**src/verilog/xcvr_mgmt_pkg.sv**
```systemverilog
// --------------------------------------
// shared constants and types for the transceiver management side
// addresses are word addresses on the 8-bit mgmt bus
// delay counts are in mgmt_clk cycles and kept short for simulation
// lane count changes register bit positions in LANE_STATUS
// --------------------------------------

package xcvr_mgmt_pkg;

   // --------------------------------------
   // sizes
   // --------------------------------------
   localparam int LANES  = 4;
   localparam int LANE_W = 16;   // two 8-bit words per lane
   localparam int ADDR_W = 8;
   localparam int DATA_W = 32;

   // --------------------------------------
   // register map
   // --------------------------------------
   localparam logic [ADDR_W-1:0] ADDR_LANE_STATUS  = 8'h10;  // ro
   localparam logic [ADDR_W-1:0] ADDR_RESET_STATUS = 8'h11;  // ro
   localparam logic [ADDR_W-1:0] ADDR_RESET_CMD    = 8'h12;  // wo, pulses
   localparam logic [ADDR_W-1:0] ADDR_LOOPBACK     = 8'h13;  // rw
   localparam logic [ADDR_W-1:0] ADDR_TX_INVPOL    = 8'h20;  // rw
   localparam logic [ADDR_W-1:0] ADDR_RX_INVPOL    = 8'h21;  // rw

   // --------------------------------------
   // reset sequencer delays
   // --------------------------------------
   localparam int PLL_PD_CYCLES = 8;   // pll_powerdown hold time
   localparam int LTD_CYCLES    = 16;  // lockedtodata stable time
   localparam int PD_CNT_W      = $clog2(PLL_PD_CYCLES);
   localparam int LTD_CNT_W     = $clog2(LTD_CYCLES);
   localparam logic [PD_CNT_W-1:0]  PD_LAST  = PD_CNT_W'(PLL_PD_CYCLES - 1);
   localparam logic [LTD_CNT_W-1:0] LTD_LAST = LTD_CNT_W'(LTD_CYCLES - 1);

   // --------------------------------------
   // types
   // --------------------------------------
   typedef logic [LANES-1:0]             lane_mask_t;
   typedef logic [LANES-1:0][LANE_W-1:0] lane_data_t;

   typedef struct packed {
      logic pll_locked;
      logic rx_oc_busy;   // offset cancellation running
   } pll_status_t;

   typedef struct packed {
      lane_mask_t lockedtodata;
      lane_mask_t signaldetect;
   } lane_status_t;

   typedef struct packed {
      logic pll_powerdown;
      logic tx_digitalreset;
      logic rx_analogreset;
      logic rx_digitalreset;
   } phy_reset_t;

   typedef struct packed {
      logic reset_all;
      logic reset_tx_digital;
      logic reset_rx_digital;
   } reset_cmd_t;

   typedef struct packed {
      lane_mask_t loopback;
      lane_mask_t tx_invpol;
      lane_mask_t rx_invpol;
   } lane_ctrl_t;

endpackage

```
**src/verilog/csr_common.sv**
```systemverilog
// --------------------------------------
// common csr block, addresses 0x10 to 0x13
// unowned addresses read all ones, the top ANDs both blocks
// reset commands leave as one-cycle pulses a cycle after the write
// --------------------------------------

`timescale 1ns/1ps

module csr_common (
   input  logic                                  mgmt_clk,
   input  logic                                  rst_n,
   input  logic [xcvr_mgmt_pkg::ADDR_W-1:0]      mgmt_address,
   input  logic                                  mgmt_read,
   input  logic                                  mgmt_write,
   input  logic [xcvr_mgmt_pkg::DATA_W-1:0]      mgmt_writedata,
   output logic [xcvr_mgmt_pkg::DATA_W-1:0]      readdata,
   input  xcvr_mgmt_pkg::pll_status_t            pll_status,
   input  xcvr_mgmt_pkg::lane_status_t           lane_status,
   input  xcvr_mgmt_pkg::phy_reset_t             phy_reset,
   input  logic                                  tx_ready,
   input  logic                                  rx_ready,
   output xcvr_mgmt_pkg::reset_cmd_t             reset_cmd,
   output xcvr_mgmt_pkg::lane_mask_t             loopback
);

   localparam int L = xcvr_mgmt_pkg::LANES;

   logic [xcvr_mgmt_pkg::DATA_W-1:0] rd_mux;
   logic                             wr_cmd;
   logic                             wr_lpbk;

   assign wr_cmd  = mgmt_write && (mgmt_address == xcvr_mgmt_pkg::ADDR_RESET_CMD);
   assign wr_lpbk = mgmt_write && (mgmt_address == xcvr_mgmt_pkg::ADDR_LOOPBACK);

   // --------------------------------------
   // read mux
   // --------------------------------------
   always_comb begin
      rd_mux = '1;   // not ours
      unique case (mgmt_address)
         xcvr_mgmt_pkg::ADDR_LANE_STATUS: begin
            rd_mux            = '0;
            rd_mux[L-1:0]     = lane_status.lockedtodata;
            rd_mux[2*L-1:L]   = lane_status.signaldetect;
            rd_mux[2*L]       = pll_status.pll_locked;
         end
         xcvr_mgmt_pkg::ADDR_RESET_STATUS: begin
            rd_mux    = '0;
            rd_mux[0] = tx_ready;
            rd_mux[1] = rx_ready;
            rd_mux[2] = phy_reset.pll_powerdown;
            rd_mux[3] = phy_reset.tx_digitalreset;
            rd_mux[4] = phy_reset.rx_analogreset;
            rd_mux[5] = phy_reset.rx_digitalreset;
         end
         xcvr_mgmt_pkg::ADDR_RESET_CMD: rd_mux = '0;   // write-only
         xcvr_mgmt_pkg::ADDR_LOOPBACK: begin
            rd_mux        = '0;
            rd_mux[L-1:0] = loopback;
         end
         default: ;
      endcase
   end

   always_ff @(posedge mgmt_clk) begin
      if (!rst_n) begin
         readdata  <= '0;
         loopback  <= '0;
         reset_cmd <= '0;
      end else begin
         if (mgmt_read) readdata <= rd_mux;   // else hold
         if (wr_lpbk) loopback <= mgmt_writedata[L-1:0];
         reset_cmd <= '0;   // pulses clear themselves
         if (wr_cmd) begin
            reset_cmd.reset_all        <= mgmt_writedata[0];
            reset_cmd.reset_tx_digital <= mgmt_writedata[1];
            reset_cmd.reset_rx_digital <= mgmt_writedata[2];
         end
      end
   end

endmodule

```
**src/verilog/csr_pcs.sv**
```systemverilog
// --------------------------------------
// pcs csr block, polarity inversion at 0x20 and 0x21
// unowned addresses read all ones
// --------------------------------------

`timescale 1ns/1ps

module csr_pcs (
   input  logic                              mgmt_clk,
   input  logic                              rst_n,
   input  logic [xcvr_mgmt_pkg::ADDR_W-1:0]  mgmt_address,
   input  logic                              mgmt_read,
   input  logic                              mgmt_write,
   input  logic [xcvr_mgmt_pkg::DATA_W-1:0]  mgmt_writedata,
   output logic [xcvr_mgmt_pkg::DATA_W-1:0]  readdata,
   output xcvr_mgmt_pkg::lane_mask_t         tx_invpol,
   output xcvr_mgmt_pkg::lane_mask_t         rx_invpol
);

   localparam int L = xcvr_mgmt_pkg::LANES;

   logic [xcvr_mgmt_pkg::DATA_W-1:0] rd_mux;

   always_comb begin
      rd_mux = '1;
      unique case (mgmt_address)
         xcvr_mgmt_pkg::ADDR_TX_INVPOL: rd_mux = {{(xcvr_mgmt_pkg::DATA_W-L){1'b0}}, tx_invpol};
         xcvr_mgmt_pkg::ADDR_RX_INVPOL: rd_mux = {{(xcvr_mgmt_pkg::DATA_W-L){1'b0}}, rx_invpol};
         default: ;   // leave all ones for the AND
      endcase
   end

   always_ff @(posedge mgmt_clk) begin
      if (!rst_n) begin
         readdata  <= '0;
         tx_invpol <= '0;
         rx_invpol <= '0;
      end else begin
         if (mgmt_read) readdata <= rd_mux;
         if (mgmt_write && mgmt_address == xcvr_mgmt_pkg::ADDR_TX_INVPOL)
            tx_invpol <= mgmt_writedata[L-1:0];   // upper bits dropped
         if (mgmt_write && mgmt_address == xcvr_mgmt_pkg::ADDR_RX_INVPOL)
            rx_invpol <= mgmt_writedata[L-1:0];
      end
   end

endmodule

```
**src/verilog/lane_datapath.sv**
```systemverilog
// --------------------------------------
// per-lane polarity inversion and serial loopback
// tx path 1 cycle, rx path 1 cycle, loopback tx to rx 2 cycles
// loopback taps the registered tx word
// --------------------------------------

`timescale 1ns/1ps

module lane_datapath (
   input  logic                       mgmt_clk,
   input  logic                       rst_n,
   input  xcvr_mgmt_pkg::lane_ctrl_t  lane_ctrl,
   input  xcvr_mgmt_pkg::lane_data_t  tx_parallel_data,
   output xcvr_mgmt_pkg::lane_data_t  phy_tx_data,
   input  xcvr_mgmt_pkg::lane_data_t  phy_rx_data,
   output xcvr_mgmt_pkg::lane_data_t  rx_parallel_data
);

   localparam int W = xcvr_mgmt_pkg::LANE_W;

   always_ff @(posedge mgmt_clk) begin
      if (!rst_n) begin
         phy_tx_data      <= '0;
         rx_parallel_data <= '0;
      end else begin
         for (int i = 0; i < xcvr_mgmt_pkg::LANES; i++) begin
            phy_tx_data[i] <= tx_parallel_data[i] ^ {W{lane_ctrl.tx_invpol[i]}};
            // loopback or phy word, then rx inversion
            rx_parallel_data[i] <= (lane_ctrl.loopback[i] ? phy_tx_data[i] : phy_rx_data[i])
                                   ^ {W{lane_ctrl.rx_invpol[i]}};
         end
      end
   end

endmodule

```
**src/verilog/reset_sequencer.sv**
```systemverilog
// --------------------------------------
// ordered phy reset release on mgmt_clk
// inputs must already be synchronized
// all lanes share one reset of each kind
// --------------------------------------

`timescale 1ns/1ps

module reset_sequencer (
   input  logic                        mgmt_clk,
   input  logic                        rst_n,
   input  xcvr_mgmt_pkg::pll_status_t  pll_status,
   input  xcvr_mgmt_pkg::lane_mask_t   lockedtodata,
   input  xcvr_mgmt_pkg::reset_cmd_t   reset_cmd,
   output xcvr_mgmt_pkg::phy_reset_t   phy_reset,
   output logic                        tx_ready,
   output logic                        rx_ready
);

   typedef enum logic [1:0] {TX_PD, TX_LOCK, TX_REL, TX_READY} tx_state_t;
   typedef enum logic [1:0] {RX_ANALOG, RX_LTD, RX_READY} rx_state_t;

   tx_state_t tx_state;
   rx_state_t rx_state;
   logic [xcvr_mgmt_pkg::PD_CNT_W-1:0]  pd_cnt;    // power-down hold
   logic [xcvr_mgmt_pkg::LTD_CNT_W-1:0] ltd_cnt;   // lock stability
   logic pll_powerdown;
   logic tx_digitalreset;
   logic rx_analogreset;
   logic rx_digitalreset;
   logic pll_drop;   // restart from power-down
   logic pll_up;     // pll out of power-down and locked
   logic all_ltd;

   assign all_ltd  = &lockedtodata;
   assign pll_up   = (tx_state != TX_PD) && pll_status.pll_locked;
   // lock loss only counts once the tx side was released
   assign pll_drop = reset_cmd.reset_all ||
                     (!pll_status.pll_locked && (tx_state inside {TX_REL, TX_READY}));

   // --------------------------------------
   // pll and tx side
   // --------------------------------------
   always_ff @(posedge mgmt_clk) begin
      if (!rst_n || pll_drop) begin
         tx_state        <= TX_PD;
         pd_cnt          <= '0;
         pll_powerdown   <= 1'b1;
         tx_digitalreset <= 1'b1;
         tx_ready        <= 1'b0;
      end else begin
         unique case (tx_state)
            TX_PD: begin
               pd_cnt <= pd_cnt + 1'b1;
               if (pd_cnt == xcvr_mgmt_pkg::PD_LAST) begin
                  pll_powerdown <= 1'b0;
                  tx_state      <= TX_LOCK;
               end
            end
            TX_LOCK: begin
               if (pll_status.pll_locked) begin
                  tx_digitalreset <= 1'b0;
                  tx_state        <= TX_REL;
               end
            end
            TX_REL: begin
               tx_ready <= 1'b1;   // one cycle after digital reset drops
               tx_state <= TX_READY;
            end
            TX_READY: tx_ready <= 1'b1;
         endcase
         // csr request, redo the tx release only
         if (reset_cmd.reset_tx_digital && (tx_state inside {TX_REL, TX_READY})) begin
            tx_digitalreset <= 1'b1;
            tx_ready        <= 1'b0;
            tx_state        <= TX_LOCK;
         end
      end
   end

   // --------------------------------------
   // rx side
   // --------------------------------------
   always_ff @(posedge mgmt_clk) begin
      if (!rst_n || pll_drop || !pll_up) begin
         rx_state        <= RX_ANALOG;
         ltd_cnt         <= '0;
         rx_analogreset  <= 1'b1;
         rx_digitalreset <= 1'b1;
         rx_ready        <= 1'b0;
      end else begin
         unique case (rx_state)
            RX_ANALOG: begin
               if (!pll_status.rx_oc_busy) begin   // wait out offset cancel
                  rx_analogreset <= 1'b0;
                  ltd_cnt        <= '0;
                  rx_state       <= RX_LTD;
               end
            end
            RX_LTD: begin
               if (!all_ltd) begin
                  ltd_cnt <= '0;   // need consecutive cycles
               end else if (ltd_cnt == xcvr_mgmt_pkg::LTD_LAST) begin
                  rx_digitalreset <= 1'b0;
                  rx_ready        <= 1'b1;
                  rx_state        <= RX_READY;
               end else begin
                  ltd_cnt <= ltd_cnt + 1'b1;
               end
            end
            RX_READY: begin
               if (!all_ltd) begin   // cdr lost lock, back to analog
                  rx_analogreset  <= 1'b1;
                  rx_digitalreset <= 1'b1;
                  rx_ready        <= 1'b0;
                  rx_state        <= RX_ANALOG;
               end else if (reset_cmd.reset_rx_digital) begin
                  rx_digitalreset <= 1'b1;
                  rx_ready        <= 1'b0;
                  ltd_cnt         <= '0;
                  rx_state        <= RX_LTD;
               end
            end
            default: rx_state <= RX_ANALOG;
         endcase
      end
   end

   assign phy_reset = '{pll_powerdown:   pll_powerdown,
                        tx_digitalreset: tx_digitalreset,
                        rx_analogreset:  rx_analogreset,
                        rx_digitalreset: rx_digitalreset};

endmodule

```
**src/verilog/status_sync.sv**
```systemverilog
// --------------------------------------
// two-flop synchronizer for slow, level-type status
// multi-bit payloads are not coherent across bits
// --------------------------------------

`timescale 1ns/1ps

module status_sync #(
   parameter type payload_t = logic
) (
   input  logic     mgmt_clk,
   input  logic     rst_n,
   input  payload_t async_in,   // from phy, no clock relation
   output payload_t sync_out
);

   payload_t meta_q;   // first stage, may go metastable
   payload_t sync_q;

   always_ff @(posedge mgmt_clk) begin
      if (!rst_n) begin
         meta_q <= '0;
         sync_q <= '0;
      end else begin
         meta_q <= async_in;
         sync_q <= meta_q;
      end
   end

   assign sync_out = sync_q;   // 2 cycles latency

endmodule

```
**src/verilog/xcvr_mgmt_top.sv**
```systemverilog
// --------------------------------------
// transceiver management top, single mgmt_clk domain
// phy status is asynchronous and synchronized here, 2 cycles
// mgmt bus has no waitrequest, reads return one cycle later
// --------------------------------------

`timescale 1ns/1ps

module xcvr_mgmt_top (
   input  logic                              mgmt_clk,
   input  logic                              rst_n,
   // mgmt bus
   input  logic [xcvr_mgmt_pkg::ADDR_W-1:0]  mgmt_address,
   input  logic                              mgmt_read,
   input  logic                              mgmt_write,
   input  logic [xcvr_mgmt_pkg::DATA_W-1:0]  mgmt_writedata,
   output logic [xcvr_mgmt_pkg::DATA_W-1:0]  mgmt_readdata,
   // phy status and reset
   input  xcvr_mgmt_pkg::pll_status_t        pll_status,
   input  xcvr_mgmt_pkg::lane_status_t       lane_status,
   output xcvr_mgmt_pkg::phy_reset_t         phy_reset,
   output logic                              tx_ready,
   output logic                              rx_ready,
   // lane data
   input  xcvr_mgmt_pkg::lane_data_t         tx_parallel_data,
   output xcvr_mgmt_pkg::lane_data_t         phy_tx_data,
   input  xcvr_mgmt_pkg::lane_data_t         phy_rx_data,
   output xcvr_mgmt_pkg::lane_data_t         rx_parallel_data
);

   xcvr_mgmt_pkg::pll_status_t       pll_sync_q;    // synchronized pll status
   xcvr_mgmt_pkg::lane_status_t      lane_sync_q;   // synchronized lane status
   xcvr_mgmt_pkg::reset_cmd_t        reset_cmd;
   xcvr_mgmt_pkg::lane_mask_t        loopback;
   xcvr_mgmt_pkg::lane_mask_t        tx_invpol;
   xcvr_mgmt_pkg::lane_mask_t        rx_invpol;
   xcvr_mgmt_pkg::lane_ctrl_t        lane_ctrl;
   logic [xcvr_mgmt_pkg::DATA_W-1:0] readdata_common;
   logic [xcvr_mgmt_pkg::DATA_W-1:0] readdata_pcs;

   status_sync #(.payload_t(xcvr_mgmt_pkg::pll_status_t)) pll_sync (
      .mgmt_clk, .rst_n, .async_in(pll_status), .sync_out(pll_sync_q));

   status_sync #(.payload_t(xcvr_mgmt_pkg::lane_status_t)) lane_sync (
      .mgmt_clk, .rst_n, .async_in(lane_status), .sync_out(lane_sync_q));

   reset_sequencer reset_controller (
      .mgmt_clk, .rst_n,
      .pll_status   (pll_sync_q),
      .lockedtodata (lane_sync_q.lockedtodata),
      .reset_cmd, .phy_reset, .tx_ready, .rx_ready);

   csr_common csr (
      .mgmt_clk, .rst_n, .mgmt_address, .mgmt_read, .mgmt_write, .mgmt_writedata,
      .readdata    (readdata_common),
      .pll_status  (pll_sync_q),
      .lane_status (lane_sync_q),
      .phy_reset, .tx_ready, .rx_ready, .reset_cmd, .loopback);

   csr_pcs csr_pcs (
      .mgmt_clk, .rst_n, .mgmt_address, .mgmt_read, .mgmt_write, .mgmt_writedata,
      .readdata (readdata_pcs), .tx_invpol, .rx_invpol);

   // each block returns all ones outside its range
   assign mgmt_readdata = readdata_common & readdata_pcs;
   assign lane_ctrl     = '{loopback: loopback, tx_invpol: tx_invpol, rx_invpol: rx_invpol};

   lane_datapath datapath (
      .mgmt_clk, .rst_n, .lane_ctrl,
      .tx_parallel_data, .phy_tx_data, .phy_rx_data, .rx_parallel_data);

endmodule
```
**config.mk**
```make
export PLATFORM = sky130hd
export DESIGN_NAME = xcvr_mgmt_top
export DESIGN_NICKNAME = d
export VERILOG_FILES = /design/src/verilog/xcvr_mgmt_pkg.sv /design/src/verilog/csr_common.sv /design/src/verilog/csr_pcs.sv /design/src/verilog/lane_datapath.sv /design/src/verilog/reset_sequencer.sv /design/src/verilog/status_sync.sv /design/src/verilog/xcvr_mgmt_top.sv
export SDC_FILE = /design/constraint.sdc
export NUM_CORES = 1
export LEC_CHECK = 0
export ABC_AREA = 1
export BUFFER_PORTS_ARGS = -buffer_cell sky130_fd_sc_hd__buf_2
export CAP_MARGIN = 10
export CORE_MARGIN = 2
export CORE_UTILIZATION = 30
export CTS_BUF_LIST = sky130_fd_sc_hd__clkbuf_2
export CTS_CLUSTER_DIAMETER = 60
export DETAILED_ROUTE_END_ITERATION = 6
export GPL_ROUTABILITY_DRIVEN = 1
export SYNTH_ARGS = -nofsm -noshare
export SYNTH_HDL_FRONTEND = slang
export SYNTH_SLANG_ARGS = --single-unit
```
**constraint.sdc**
```tcl
create_clock -name mgmt_clk -period 1.8 [get_ports mgmt_clk]
set_input_delay 0.18 -clock mgmt_clk [delete_from_list [all_inputs] [get_ports mgmt_clk]]
set_output_delay 0.18 -clock mgmt_clk [all_outputs]
set_load 0.05 [all_outputs]
```
==> metrics.md, run 1 <==
| Metric | Value |
|---|---|
| Outcome | `complete, but fails checks` |
| Violated checks | `setup timing` |
| Final number of hold-violating endpoints | `0` |
| Tightest slew margin relative to the limit | `just under 70%` |
| Wire length of the first global-routing pass | `41,900 um` |
| Count of endpoints failing setup in the final report | `26` |
| First element of the critical path | `csr.loopback[2]` |
| Slew at the pin with the worst max-slew slack | `0.457 ns` |
| Worst reg2reg path depth | `4` |
| Total power after layout | `just over 9 mW` |
| Dominant cell type by area after synthesis | `sky130_fd_sc_hd__dfxtp_1` |
| Dominant combinational cell family by area after synthesis | `simple AND/OR/NAND/NOR gates` |
| Placer Congestion | `0.818` |
| Leading post-synthesis cells by cell area | `sky130_fd_sc_hd__dfxtp_1, sky130_fd_sc_hd__mux2i_1, sky130_fd_sc_hd__xnor2_1` |
| Total length of routed wires | `between 20,000 and 30,000 um` |
| DRC violation count after routing | `0` |
| Capturing element type of the critical path | `flop` |
| Cell area reported after detailed placement | `9820 um2` |
| Final hold slack | `0.0128 ns` |
| Cell area after technology mapping | `~8000 um2` |
| Synth-to-Final Area Change | `64.7%` |
| Antenna Violating Nets Remaining | `0` |
| P_int | `5.99 mW` |
| Path type of the worst min-delay path | `input port to flop` |
| Later-pin clock latency in the skew report | `approximately 0.77 ns` |
| Buffer levels on the longest clock path | `2` |
| Area fraction in compound gates after synthesis | `around 11%` |
| Standby leakage power | `6.04 nW` |
| Flip-flop and latch count after synthesis | `a little under 200` |
| Antenna violations before repair | `4` |
| YS warnings | `0` |
| Adder-cell share of the synthesized area | `1.40%` |
| Max-cap violation count | `0` |
| Share of the yosys chip area belonging to registers | `48.5%` |
| All-Layer GR Usage | `a little under a fifth` |
| Clock sink count | `between 150 and 200` |
| Sw Ratio | `34.9%` |
| Clock transition at the registers of the reported paths | `0.31 ns` |
| Horizontal die dimension | `about 170 um` |
| Drt initial violations | `299` |
| Setup repair after global routing missed its margin | `yes` |
| Clock tree from TritonCTS | `yes` |
| Gate power share | `25.5%` |
| Data arrival, critical path | `2.57 ns` |
| Starting Density | `30.7%` |
| Switching component of the power | `3.21 mW` |
| Setup Total Neg Slack | `-0.513 ns` |
| Post-synthesis mux area share | `7.95%` |
| Worst setup timing slack at the placement stage | `approximately 0.27 ns` |
| Fraction of layout instances using a drive strength above 1 | `a little over a quarter` |
| Length of the first detailed-routing pass in iterations | `5` |
| Floorplan die area | `28,200 um2` |
| Fraction of the mapped netlist area in simple logic gates | `about 15%` |
| I/O pin cnt | `348` |
| Final critical-path share of the clock period | `102%` |
| Setup slack on the worst flop-to-flop path | `-0.04 ns` |
| Height of the chip | `168 um` |
| Number of standard-cell rows in the floorplan | `59` |
| Setup ws final | `-0.0368 ns` |
| Area share of xor/xnor cells in the synthesized design | `7.07%` |
| Synth top area share | `about half` |
| # nets final | `1,693` |
| Area of all placed cells without fillers | `13,300 um2` |
| Maximum ir drop on the vdd rail | `roughly 0.35 mV` |
| Crit path launch type | `flop` |
| Count of pins over their slew limit | `0` |
| Mean Syn Cell Area | `between 8 and 9 um2` |
| Synthesized Nets | `roughly 1.1k` |
| Synthesized netlist cell count | `941` |
| Vias after detailed routing | `8,357` |
| Maximum net fanout on the critical path | `6` |
| Crit path kind | `flop to flop` |
| Final core area utilization | `between 50% and 60%` |
| Critical path required time | `approximately 2.5 ns` |
| Critical Path Sink | `datapath.rx_parallel_data[43]` |
| Area inside the core boundary | `26,200 um2` |
| Overflow after GRT | `0` |
| Port Buffer Count | `~320` |
| Average detailed-routed wire length per instance | `14.7 um` |
| Final Critical Period | `1.84 ns` |
| Upper clock frequency limit | `544 MHz` |
| Power Density | `693 nW/um2` |
| TritonCTS buffer count | `17` |
| Distinct cell type count after synthesis | `29` |
| Maximum number of pins on one net before global-route repair | `71` |
| Fraction of power consumed by sequential logic | `51.1%` |
| H-tree level count | `4` |
| DP Cell Count | `1,538` |
| Via count of the first global-routing pass | `8,482` |
| Number of standard cells in the final layout excluding fillers | `1,855` |
| Clk network pwr share | `23.5%` |
| Via-per-instance ratio | `between 4 and 5` |
| Capture point of the worst reg-to-reg path | `datapath.rx_parallel_data[43]` |
| Cell chosen for the clock root | `sky130_fd_sc_hd__clkbuf_2` |
| R2R Path Start | `csr.loopback[2]` |
| Half-perimeter wire length after detailed placement | `16,300 um` |
| Worst Clk Skew | `~0.060 ns` |
-- layer usage --
| layer | global-route usage [%] | part of all wire (%) | up-vias |
|---|---|---|---|
| li1 | - | - | 4124 |
| met1 | 19.5 | 39 | 3895 |
| met2 | 34.8 | 51 | 281 |
| met3 | 5.45 | 6.1 | 57 |
| met4 | 7.26 | 3.0 | 0 |
| met5 | 0 | 0 | - |
-- critical path, stage by stage, from the launching register on --
cell and delay [ns]:
sky130_fd_sc_hd__dfxtp_1 0.66, sky130_fd_sc_hd__mux2i_1 0.31, sky130_fd_sc_hd__o21ai_0 0.13, sky130_fd_sc_hd__a21oi_1 0.19
sky130_fd_sc_hd__dlygate4sd3_1 0.58
-- placed cells by master (no fill, tap or decap), types with 7 or more instances in the layout --
| master | n |
|---|---|
| sky130_fd_sc_hd__clkbuf_2 | 17 |
| sky130_fd_sc_hd__nor2_1 | 117 |
| sky130_fd_sc_hd__a21oi_1 | 86 |
| sky130_fd_sc_hd__buf_2 | 275 |
| sky130_fd_sc_hd__dlygate4sd3_1 | 274 |
| sky130_fd_sc_hd__nand3_1 | 29 |
| sky130_fd_sc_hd__inv_1 | 70 |
| sky130_fd_sc_hd__ha_1 | 9 |
| sky130_fd_sc_hd__buf_8 | 10 |
| sky130_fd_sc_hd__buf_4 | 16 |
| sky130_fd_sc_hd__mux2i_1 | 64 |
| sky130_fd_sc_hd__nand2_1 | 111 |
| sky130_fd_sc_hd__buf_6 | 19 |
| sky130_fd_sc_hd__xnor2_1 | 65 |
| sky130_fd_sc_hd__dfxtp_1 | 186 |
| sky130_fd_sc_hd__o21ai_0 | 86 |
| sky130_fd_sc_hd__buf_12 | 9 |
| sky130_fd_sc_hd__dfxtp_2 | 7 |
| sky130_fd_sc_hd__clkbuf_4 | 12 |
-- kinds of logic after synthesis --
group | count (synthesis)
multiplexers | 64
flip-flops | 195
adder cells (fa/ha/maj) | 9
AO/OA/AOI/OAI | 176
XOR/XNOR | 65
buffers and inverters | 153
AND/OR/NAND/NOR | 279
-- flip-flops by register name, summed over array words and instances (netlist names), 3 cells and up --
register                   count
csr_pcs.rx_invpol              4
csr.readdata                  10
csr.reset_cmd                  3
datapath.phy_tx_data          64
reset_controller.pd_cnt        3
csr_pcs.tx_invpol              4
reset_controller.ltd_cnt       4
datapath.rx_parallel_data     64
csr.loopback                   4
lane_sync.meta_q               8
lane_sync.sync_out             8
csr_pcs.readdata               5
-- timing repair --
action	in CTS	in global routing
resized for setup	64	60
hold buffers	274	5
buffers inserted	1	1
pin swaps	0	2
setup endpoints to repair	31	68
gates cloned	0	3
hold endpoints to repair	186	4
-- power groups by stage --
stage	logic, mW	clock network [mW]	registers [mW]
floorplan	0.728	0	5.31
global placement	1.75	0	4.76
detailed placement	1.77	0	4.77
CTS	2.26	2.27	4.69
global route	2.51	2.44	4.73
finish	2.34	2.16	4.70
-- how the worst min path moves through the flow --
stage	start	end	slack [ns]	depth (start not counted)
6_report	mgmt_address[5]	csr.readdata[3]	0.01	8
5_1_grt	mgmt_address[5]	csr.readdata[3]	0.003	8
4_1_cts	mgmt_address[2]	csr.readdata[0]	0.009	8
3_5_place_dp	lane_status[6]	lane_sync.meta_q[6]	0.37	3
3_3_place_gp	lane_status[6]	lane_sync.meta_q[6]	0.37	3
2_1_floorplan	lane_status[0]	lane_sync.meta_q[0]	0.28	2
-- layout make-up --
type,instances,area [um2]
tap,335,419
clock inverter,15,150
inverter,77,299
sequential,195,3920
multi-input combinational,593,3440
clock buffer,17,85.1
antenna,5,12.5
fill,2350,12900
timing repair buffer,618,4940
-- cell usage after synthesis --
| cell type | n |
|---|---|
| sky130_fd_sc_hd__dfxtp_1 | 195 |
| sky130_fd_sc_hd__nor2_1 | 117 |
| sky130_fd_sc_hd__nand2_1 | 112 |
| sky130_fd_sc_hd__a21oi_1 | 86 |
| sky130_fd_sc_hd__o21ai_0 | 86 |
| sky130_fd_sc_hd__inv_1 | 74 |
| sky130_fd_sc_hd__xnor2_1 | 65 |
| sky130_fd_sc_hd__mux2i_1 | 64 |
| sky130_fd_sc_hd__buf_4 | 36 |
| sky130_fd_sc_hd__clkbuf_1 | 29 |
| sky130_fd_sc_hd__nand3_1 | 29 |
| sky130_fd_sc_hd__buf_2 | 10 |
| sky130_fd_sc_hd__ha_1 | 9 |
| sky130_fd_sc_hd__nor2_4 | 5 |
| sky130_fd_sc_hd__nand3_2 | 3 |
| sky130_fd_sc_hd__nand4_1 | 3 |
| sky130_fd_sc_hd__inv_2 | 2 |
| sky130_fd_sc_hd__nand2_2 | 2 |
| sky130_fd_sc_hd__nand3_4 | 2 |
| sky130_fd_sc_hd__nor3_1 | 2 |
| sky130_fd_sc_hd__o21ai_1 | 2 |
| sky130_fd_sc_hd__a211oi_1 | 1 |
| sky130_fd_sc_hd__a21oi_2 | 1 |
| sky130_fd_sc_hd__buf_1 | 1 |
| sky130_fd_sc_hd__inv_4 | 1 |
| sky130_fd_sc_hd__nor2_2 | 1 |
| sky130_fd_sc_hd__nor2_8 | 1 |
| sky130_fd_sc_hd__nor3_4 | 1 |
| sky130_fd_sc_hd__or2_2 | 1 |
Note: power is estimated with default switching activity, not from simulation.
==> inputs of run 2 (changes only) <==
CTS_BUF_LIST = sky130_fd_sc_hd__clkbuf_16   (was sky130_fd_sc_hd__clkbuf_2)
==> run 2 against run 1 <==
Net effect: the flow now finishes without violations; worst hold slack got worse by 0.0055 ns; critical path depth unchanged; die area unchanged; critical endpoint is now mgmt_readdata[16]; sequential share of layout area increased by 5.7 points; power increased by 12%; register-to-register slack improved by 0.29 ns; sequential cell count unchanged; cell area decreased by 16%; highest routed layer unchanged; largest power group unchanged.
==> metrics.md, run 2 (synthesized netlist as in run 1, its figures left out) <==
| Metric | Value |
|---|---|
| Total length of routed wires | `22,800 um` |
| Final hold slack | `0.00732 ns` |
| Count of buffers added by post-CTS timing repair for setup | `0` |
| Upper clock frequency limit | `599 MHz` |
| Overflow after GRT | `0` |
| Via-per-instance ratio | `4.42` |
| Fraction of layout instances using a drive strength above 1 | `30.0%` |
| Maximum ir drop on the vdd rail | `0.556 mV` |
| I/O pin cnt | `348` |
| Clock sink count | `195` |
| Power Density | `926 nW/um2` |
| Count of endpoints failing setup in the final report | `0` |
| Path type of the worst min-delay path | `input port to flop` |
| Setup ws final | `between 0.1 and 0.15 ns` |
| Area of all placed cells without fillers | `11,100 um2` |
| Clock tree from TritonCTS | `yes` |
| Crit path kind | `flop to output pin` |
| Later-pin clock latency in the skew report | `0.43 ns` |
| Average detailed-routed wire length per instance | `13.9 um` |
| Sequential cell area | `3910 um2` |
| Vias after detailed routing | `7,236` |
| Tightest slew margin relative to the limit | `70.7%` |
| Setup repair after global routing missed its margin | `no` |
| Length of the first detailed-routing pass in iterations | `4` |
| Cell chosen for the clock root | `sky130_fd_sc_hd__clkbuf_16` |
| Worst setup timing slack at the placement stage | `0.268 ns` |
| Buffer levels on the longest clock path | `2` |
| Area inside the core boundary | `around 26,000 um2` |
| Data arrival, critical path | `1.49 ns` |
| Final critical-path share of the clock period | `~93%` |
| DRC violation count after routing | `0` |
| Count of pins over their slew limit | `0` |
| Number of filler cells placed in the layout | `2,633` |
| Placer Congestion | `0.818` |
| Horizontal die dimension | `168 um` |
| Multi-input gate area | `3430 um2` |
| Number of standard cells in the final layout excluding fillers | `1,636` |
| Wire length of the first global-routing pass | `around 35,000 um` |
| Antenna Violating Nets Remaining | `0` |
| All-Layer GR Usage | `15.8%` |
| Number of standard-cell rows in the floorplan | `59` |
| Slew at the pin with the worst max-slew slack | `around 0.44 ns` |
| Capturing element type of the critical path | `output pin` |
| Floorplan die area | `28,200 um2` |
| Antenna violations before repair | `3` |
| Most common cell after layout, fill and taps aside | `sky130_fd_sc_hd__buf_2` |
| Maximum net fanout on the critical path | `23` |
| Critical path required time | `1.62 ns` |
| Via count of the first global-routing pass | `7,013` |
| Leading registers by flop count | `datapath.phy_tx_data x64, datapath.rx_parallel_data x64, csr.readdata x10` |
| Final Critical Period | `1.67 ns` |
| H-tree level count | `4` |
| Setup Total Neg Slack | `0 ns` |
| Drt initial violations | `281` |
| Half-perimeter wire length after detailed placement | `~16,000 um` |
| Height of the chip | `168 um` |
| Synth-to-Final Area Change | `37.7%` |
| Cell area reported after detailed placement | `a little under 10,000 um2` |
| Final number of hold-violating endpoints | `0` |
| Maximum number of pins on one net before global-route repair | `71` |
| Starting Density | `30.7%` |
| Crit path launch type | `flop` |
| Port Buffer Count | `319` |
| Clock transition at the registers of the reported paths | `roughly 0.080 ns` |
| Worst Clk Skew | `~0.014 ns` |
| Outcome | `finished clean` |
| Standby leakage power | `5.07 nW` |
| Max-cap violation count | `0` |
| TritonCTS buffer count | `17` |
| # nets final | `1,476` |
| DP Cell Count | `1,538` |
| Commonest non-fill, non-tap cells in the layout | `sky130_fd_sc_hd__buf_2, sky130_fd_sc_hd__dfxtp_1, sky130_fd_sc_hd__nor2_1, sky130_fd_sc_hd__nand2_1` |
-- run 2: what timing repair did --
action	in CTS	in global routing
endpoints found under the hold margin	62	1
gates resized for setup	0	24
hold buffers	62	1
setup endpoints to repair	0	23
-- run 2: critical path, cell delays in order, from the launching register on --
cell                       delay (ns)
sky130_fd_sc_hd__dfxtp_2         0.40
sky130_fd_sc_hd__nand2_1         0.09
sky130_fd_sc_hd__inv_1           0.06
sky130_fd_sc_hd__buf_4           0.23
sky130_fd_sc_hd__clkbuf_4        0.28
-- run 2: layout make-up --
class	instances	share of cell area, %
Sequential cell	195	35.2
Multi-Input combinational cell	593	30.9
Timing Repair Buffer	401	22.2
Clock buffer	17	3.84
Tap cell	335	3.78
Inverter	77	2.63
Clock inverter	15	1.35
Antenna cell	3	0.0677
-- run 2: final timing paths --
check / from / slack, ns / end / cells past startpoint
hold reg to reg: lane_sync.meta_q[1] / 0.42 / lane_sync.sync_out[1] / 2
setup reg to reg: reset_controller.tx_state[0] / 0.25 / reset_controller.tx_state[0] / 8
setup / recovery: csr_pcs.readdata[30] / 0.13 / mgmt_readdata[16] / 4
hold / removal: tx_parallel_data[45] / 0.007 / datapath.phy_tx_data[45] / 3
-- run 2: routing by layer --
metal  global-route usage, %  vias up  share of wire [%]
met5                       0        -                  0
met3                    4.65       40                7.1
li1                        -     3689                  -
met1                    17.4     3241                 41
met2                    28.3      266                 49
met4                    6.81        0                3.0
-- run 2: report_power, final --
group          total [mW]  switching, mW  leakage (nW)  internal [mW]
clock network        3.71           1.86         0.276           1.85
logic                1.89           1.27          3.18          0.623
registers            4.67          0.112          1.62           4.56
total                10.3           3.24          5.07           7.03
-- run 2: through the flow --
stage / util [%] / power [mW]
2_1_floorplan: - / 6.03
3_3_place_gp: 37.5 / 6.51
3_5_place_dp: 37.5 / 6.54
4_1_cts: 42.0 / 10.4
5_1_grt: 42.3 / 10.8
6_report: 42.3 / 10.3
==> inputs of run 3 (changes only) <==
CORE_MARGIN = 10   (was 2)
==> run 3 against run 2 <==
Net effect: utilization increased by 0.30 points; register-to-register slack got worse by 0.02 ns; sequential power about the same; clock skew increased by 0.010 ns; largest power group unchanged; first-iteration DRC count decreased by 25%; sequential cell count unchanged; non-clock buffer count increased by 5; cell count increased by 0.18%; clock-buffer cell count unchanged; combinational power about the same; via count decreased by 1.3%; wire length increased by 11%.
==> metrics.md, run 3 (synthesized netlist as in run 1, its figures left out) <==
| Metric | Value |
|---|---|
| Later-pin clock latency in the skew report | `0.43 ns` |
| Cell with the biggest individual delay on the critical path | `sky130_fd_sc_hd__dfxtp_2` |
| Final number of hold-violating endpoints | `0` |
| Synth-to-Final Area Change | `38.7%` |
| DP Cell Count | `1,536` |
| Setup repair after global routing missed its margin | `no` |
| Horizontal die dimension | `184 um` |
| Crit path launch type | `flop` |
| Capturing element type of the critical path | `output pin` |
| Standby leakage power | `5.11 nW` |
| Path type of the worst min-delay path | `input port to flop` |
| # nets final | `1,481` |
| Number of filler cells placed in the layout | `2,612` |
| Number of standard cells in the final layout excluding fillers | `1,639` |
| Most common cell after layout, fill and taps aside | `sky130_fd_sc_hd__buf_2` |
| Outcome | `finished clean` |
| Maximum number of pins on one net before global-route repair | `75` |
| Critical path's top delay family | `buffers and inverters` |
| H-tree level count | `4` |
| Length of the first detailed-routing pass in iterations | `4` |
| Data arrival, critical path | `~1.5 ns` |
| Vias after detailed routing | `7,142` |
| Count of pins over their slew limit | `0` |
| Drt initial violations | `210` |
| Upper clock frequency limit | `roughly 600 MHz` |
| Average detailed-routed wire length per instance | `15.4 um` |
| Final Critical Period | `1.67 ns` |
| TritonCTS buffer count | `17` |
| Commonest non-fill, non-tap cells in the layout | `sky130_fd_sc_hd__buf_2, sky130_fd_sc_hd__dfxtp_1, sky130_fd_sc_hd__nor2_1, sky130_fd_sc_hd__nand2_1` |
| Total power after layout | `10.4 mW` |
| Worst Clk Skew | `approximately 0.024 ns` |
| Critical path required time | `1.62 ns` |
| Number of standard-cell rows in the floorplan | `between 50 and 60` |
| Overflow after GRT | `0` |
| Antenna Violating Nets Remaining | `0` |
| Total length of routed wires | `approximately 25,000 um` |
| Count of endpoints failing setup in the final report | `0` |
| I/O pin cnt | `348` |
| Starting Density | `30.7%` |
| Slew at the pin with the worst max-slew slack | `0.343 ns` |
| Height of the chip | `184 um` |
| Final critical-path share of the clock period | `about 93%` |
| Final hold slack | `roughly 0.015 ns` |
| Setup slack on the worst flop-to-flop path | `about 0.23 ns` |
| Antenna violations before repair | `1` |
| Clock transition at the registers of the reported paths | `0.08 ns` |
| CP bufs+invs | `3` |
| Tightest slew margin relative to the limit | `77.1%` |
| Buffer levels on the longest clock path | `2` |
| Setup Total Neg Slack | `0 ns` |
| Via count of the first global-routing pass | `7,315` |
| Final core area utilization | `42.6%` |
| Power Density | `933 nW/um2` |
| Sequence of cells on the critical path | `nand2_1 > inv_1 > buf_4 > clkbuf_4` |
| Cell chosen for the clock root | `sky130_fd_sc_hd__clkbuf_16` |
| All-Layer GR Usage | `14.3%` |
| Max-cap violation count | `0` |
| Highest cell delay on the worst timing path | `0.40 ns` |
| Fraction of layout instances using a drive strength above 1 | `29.8%` |
| Floorplan die area | `33,800 um2` |
| Half-perimeter wire length after detailed placement | `18,500 um` |
| Clock tree from TritonCTS | `yes` |
| Maximum ir drop on the vdd rail | `0.597 mV` |
| Maximum net fanout on the critical path | `23` |
| Crit path kind | `flop to output pin` |
| Placer Congestion | `0.805` |
| Via-per-instance ratio | `4.36` |
| Leading registers by flop count | `datapath.phy_tx_data x64, datapath.rx_parallel_data x64, csr.readdata x10` |
| Clock sink count | `195` |
| DRC violation count after routing | `0` |
| Wire length of the first global-routing pass | `38,600 um` |
| Area inside the core boundary | `between 20,000 and 30,000 um2` |
| Port Buffer Count | `319` |
[run 3: repair_timing]
item / CTS / global route
endpoints found under the setup margin: 0 / 23
hold endpoints to repair: 70 / 0
hold buffers: 70 / 0
gates resized for setup: 0 / 24
setup buffers: 0 / 0
[run 3: stage by stage]
stage | setup WS, ns | area (um2)
floorplan | 0.223 | 8050
global placement | 0.287 | 9810
detailed placement | 0.234 | 9810
CTS | 0.00325 | 11100
global route | 0.0153 | 11200
finish | 0.127 | 11200
[run 3: layout make-up]
class                           instances  area, um2  area share, %
Sequential cell                       195       3910           35.0
Clock inverter                         15        165           1.48
Inverter                               77        292           2.61
Tap cell                              335        419           3.75
Multi-Input combinational cell        593       3430           30.7
Timing Repair Buffer                  406       2530           22.7
Clock buffer                           17        425           3.81
Antenna cell                            1       2.50         0.0224
[run 3: per-layer routing]
metal / wire, um / vias to the layer above / GRT usage (%)
met3: 2420 / 26 / 6.30
met1: 9820 / 3201 / 14.7
li1: - / 3684 / -
met2: 12500 / 231 / 25.3
met5: 0 / - / 0
met4: 435 / 0 / 4.72
[run 3: where the power goes]
| part | switching [mW] | leakage [nW] | total (mW) | internal, mW |
|---|---|---|---|---|
| Clock | 1.86 | 0.291 | 3.84 | 1.98 |
| Sequential | 0.112 | 1.62 | 4.67 | 4.56 |
| Combinational | 1.27 | 3.20 | 1.90 | 0.632 |
| Total | 3.25 | 5.11 | 10.4 | 7.17 |
[run 3: path summary, 6_finish.rpt]
kind	startpoint	to	cells past startpoint
setup / recovery	csr_pcs.readdata[30]	mgmt_readdata[19]	4
hold / removal	tx_parallel_data[32]	datapath.phy_tx_data[32]	3
setup reg to reg	reset_controller.tx_state[0]	reset_controller.ltd_cnt[0]	7
hold reg to reg	lane_sync.meta_q[0]	lane_sync.sync_out[0]	2
[run 3: worst min-delay path: cells and delay by family]
| family | cells | cell delay, ns |
|---|---|---|
| xor+xnor | 1 | 0.05 |
| buf+inv | 1 | 0.09 |
| simple gates | 1 | 0.08 |
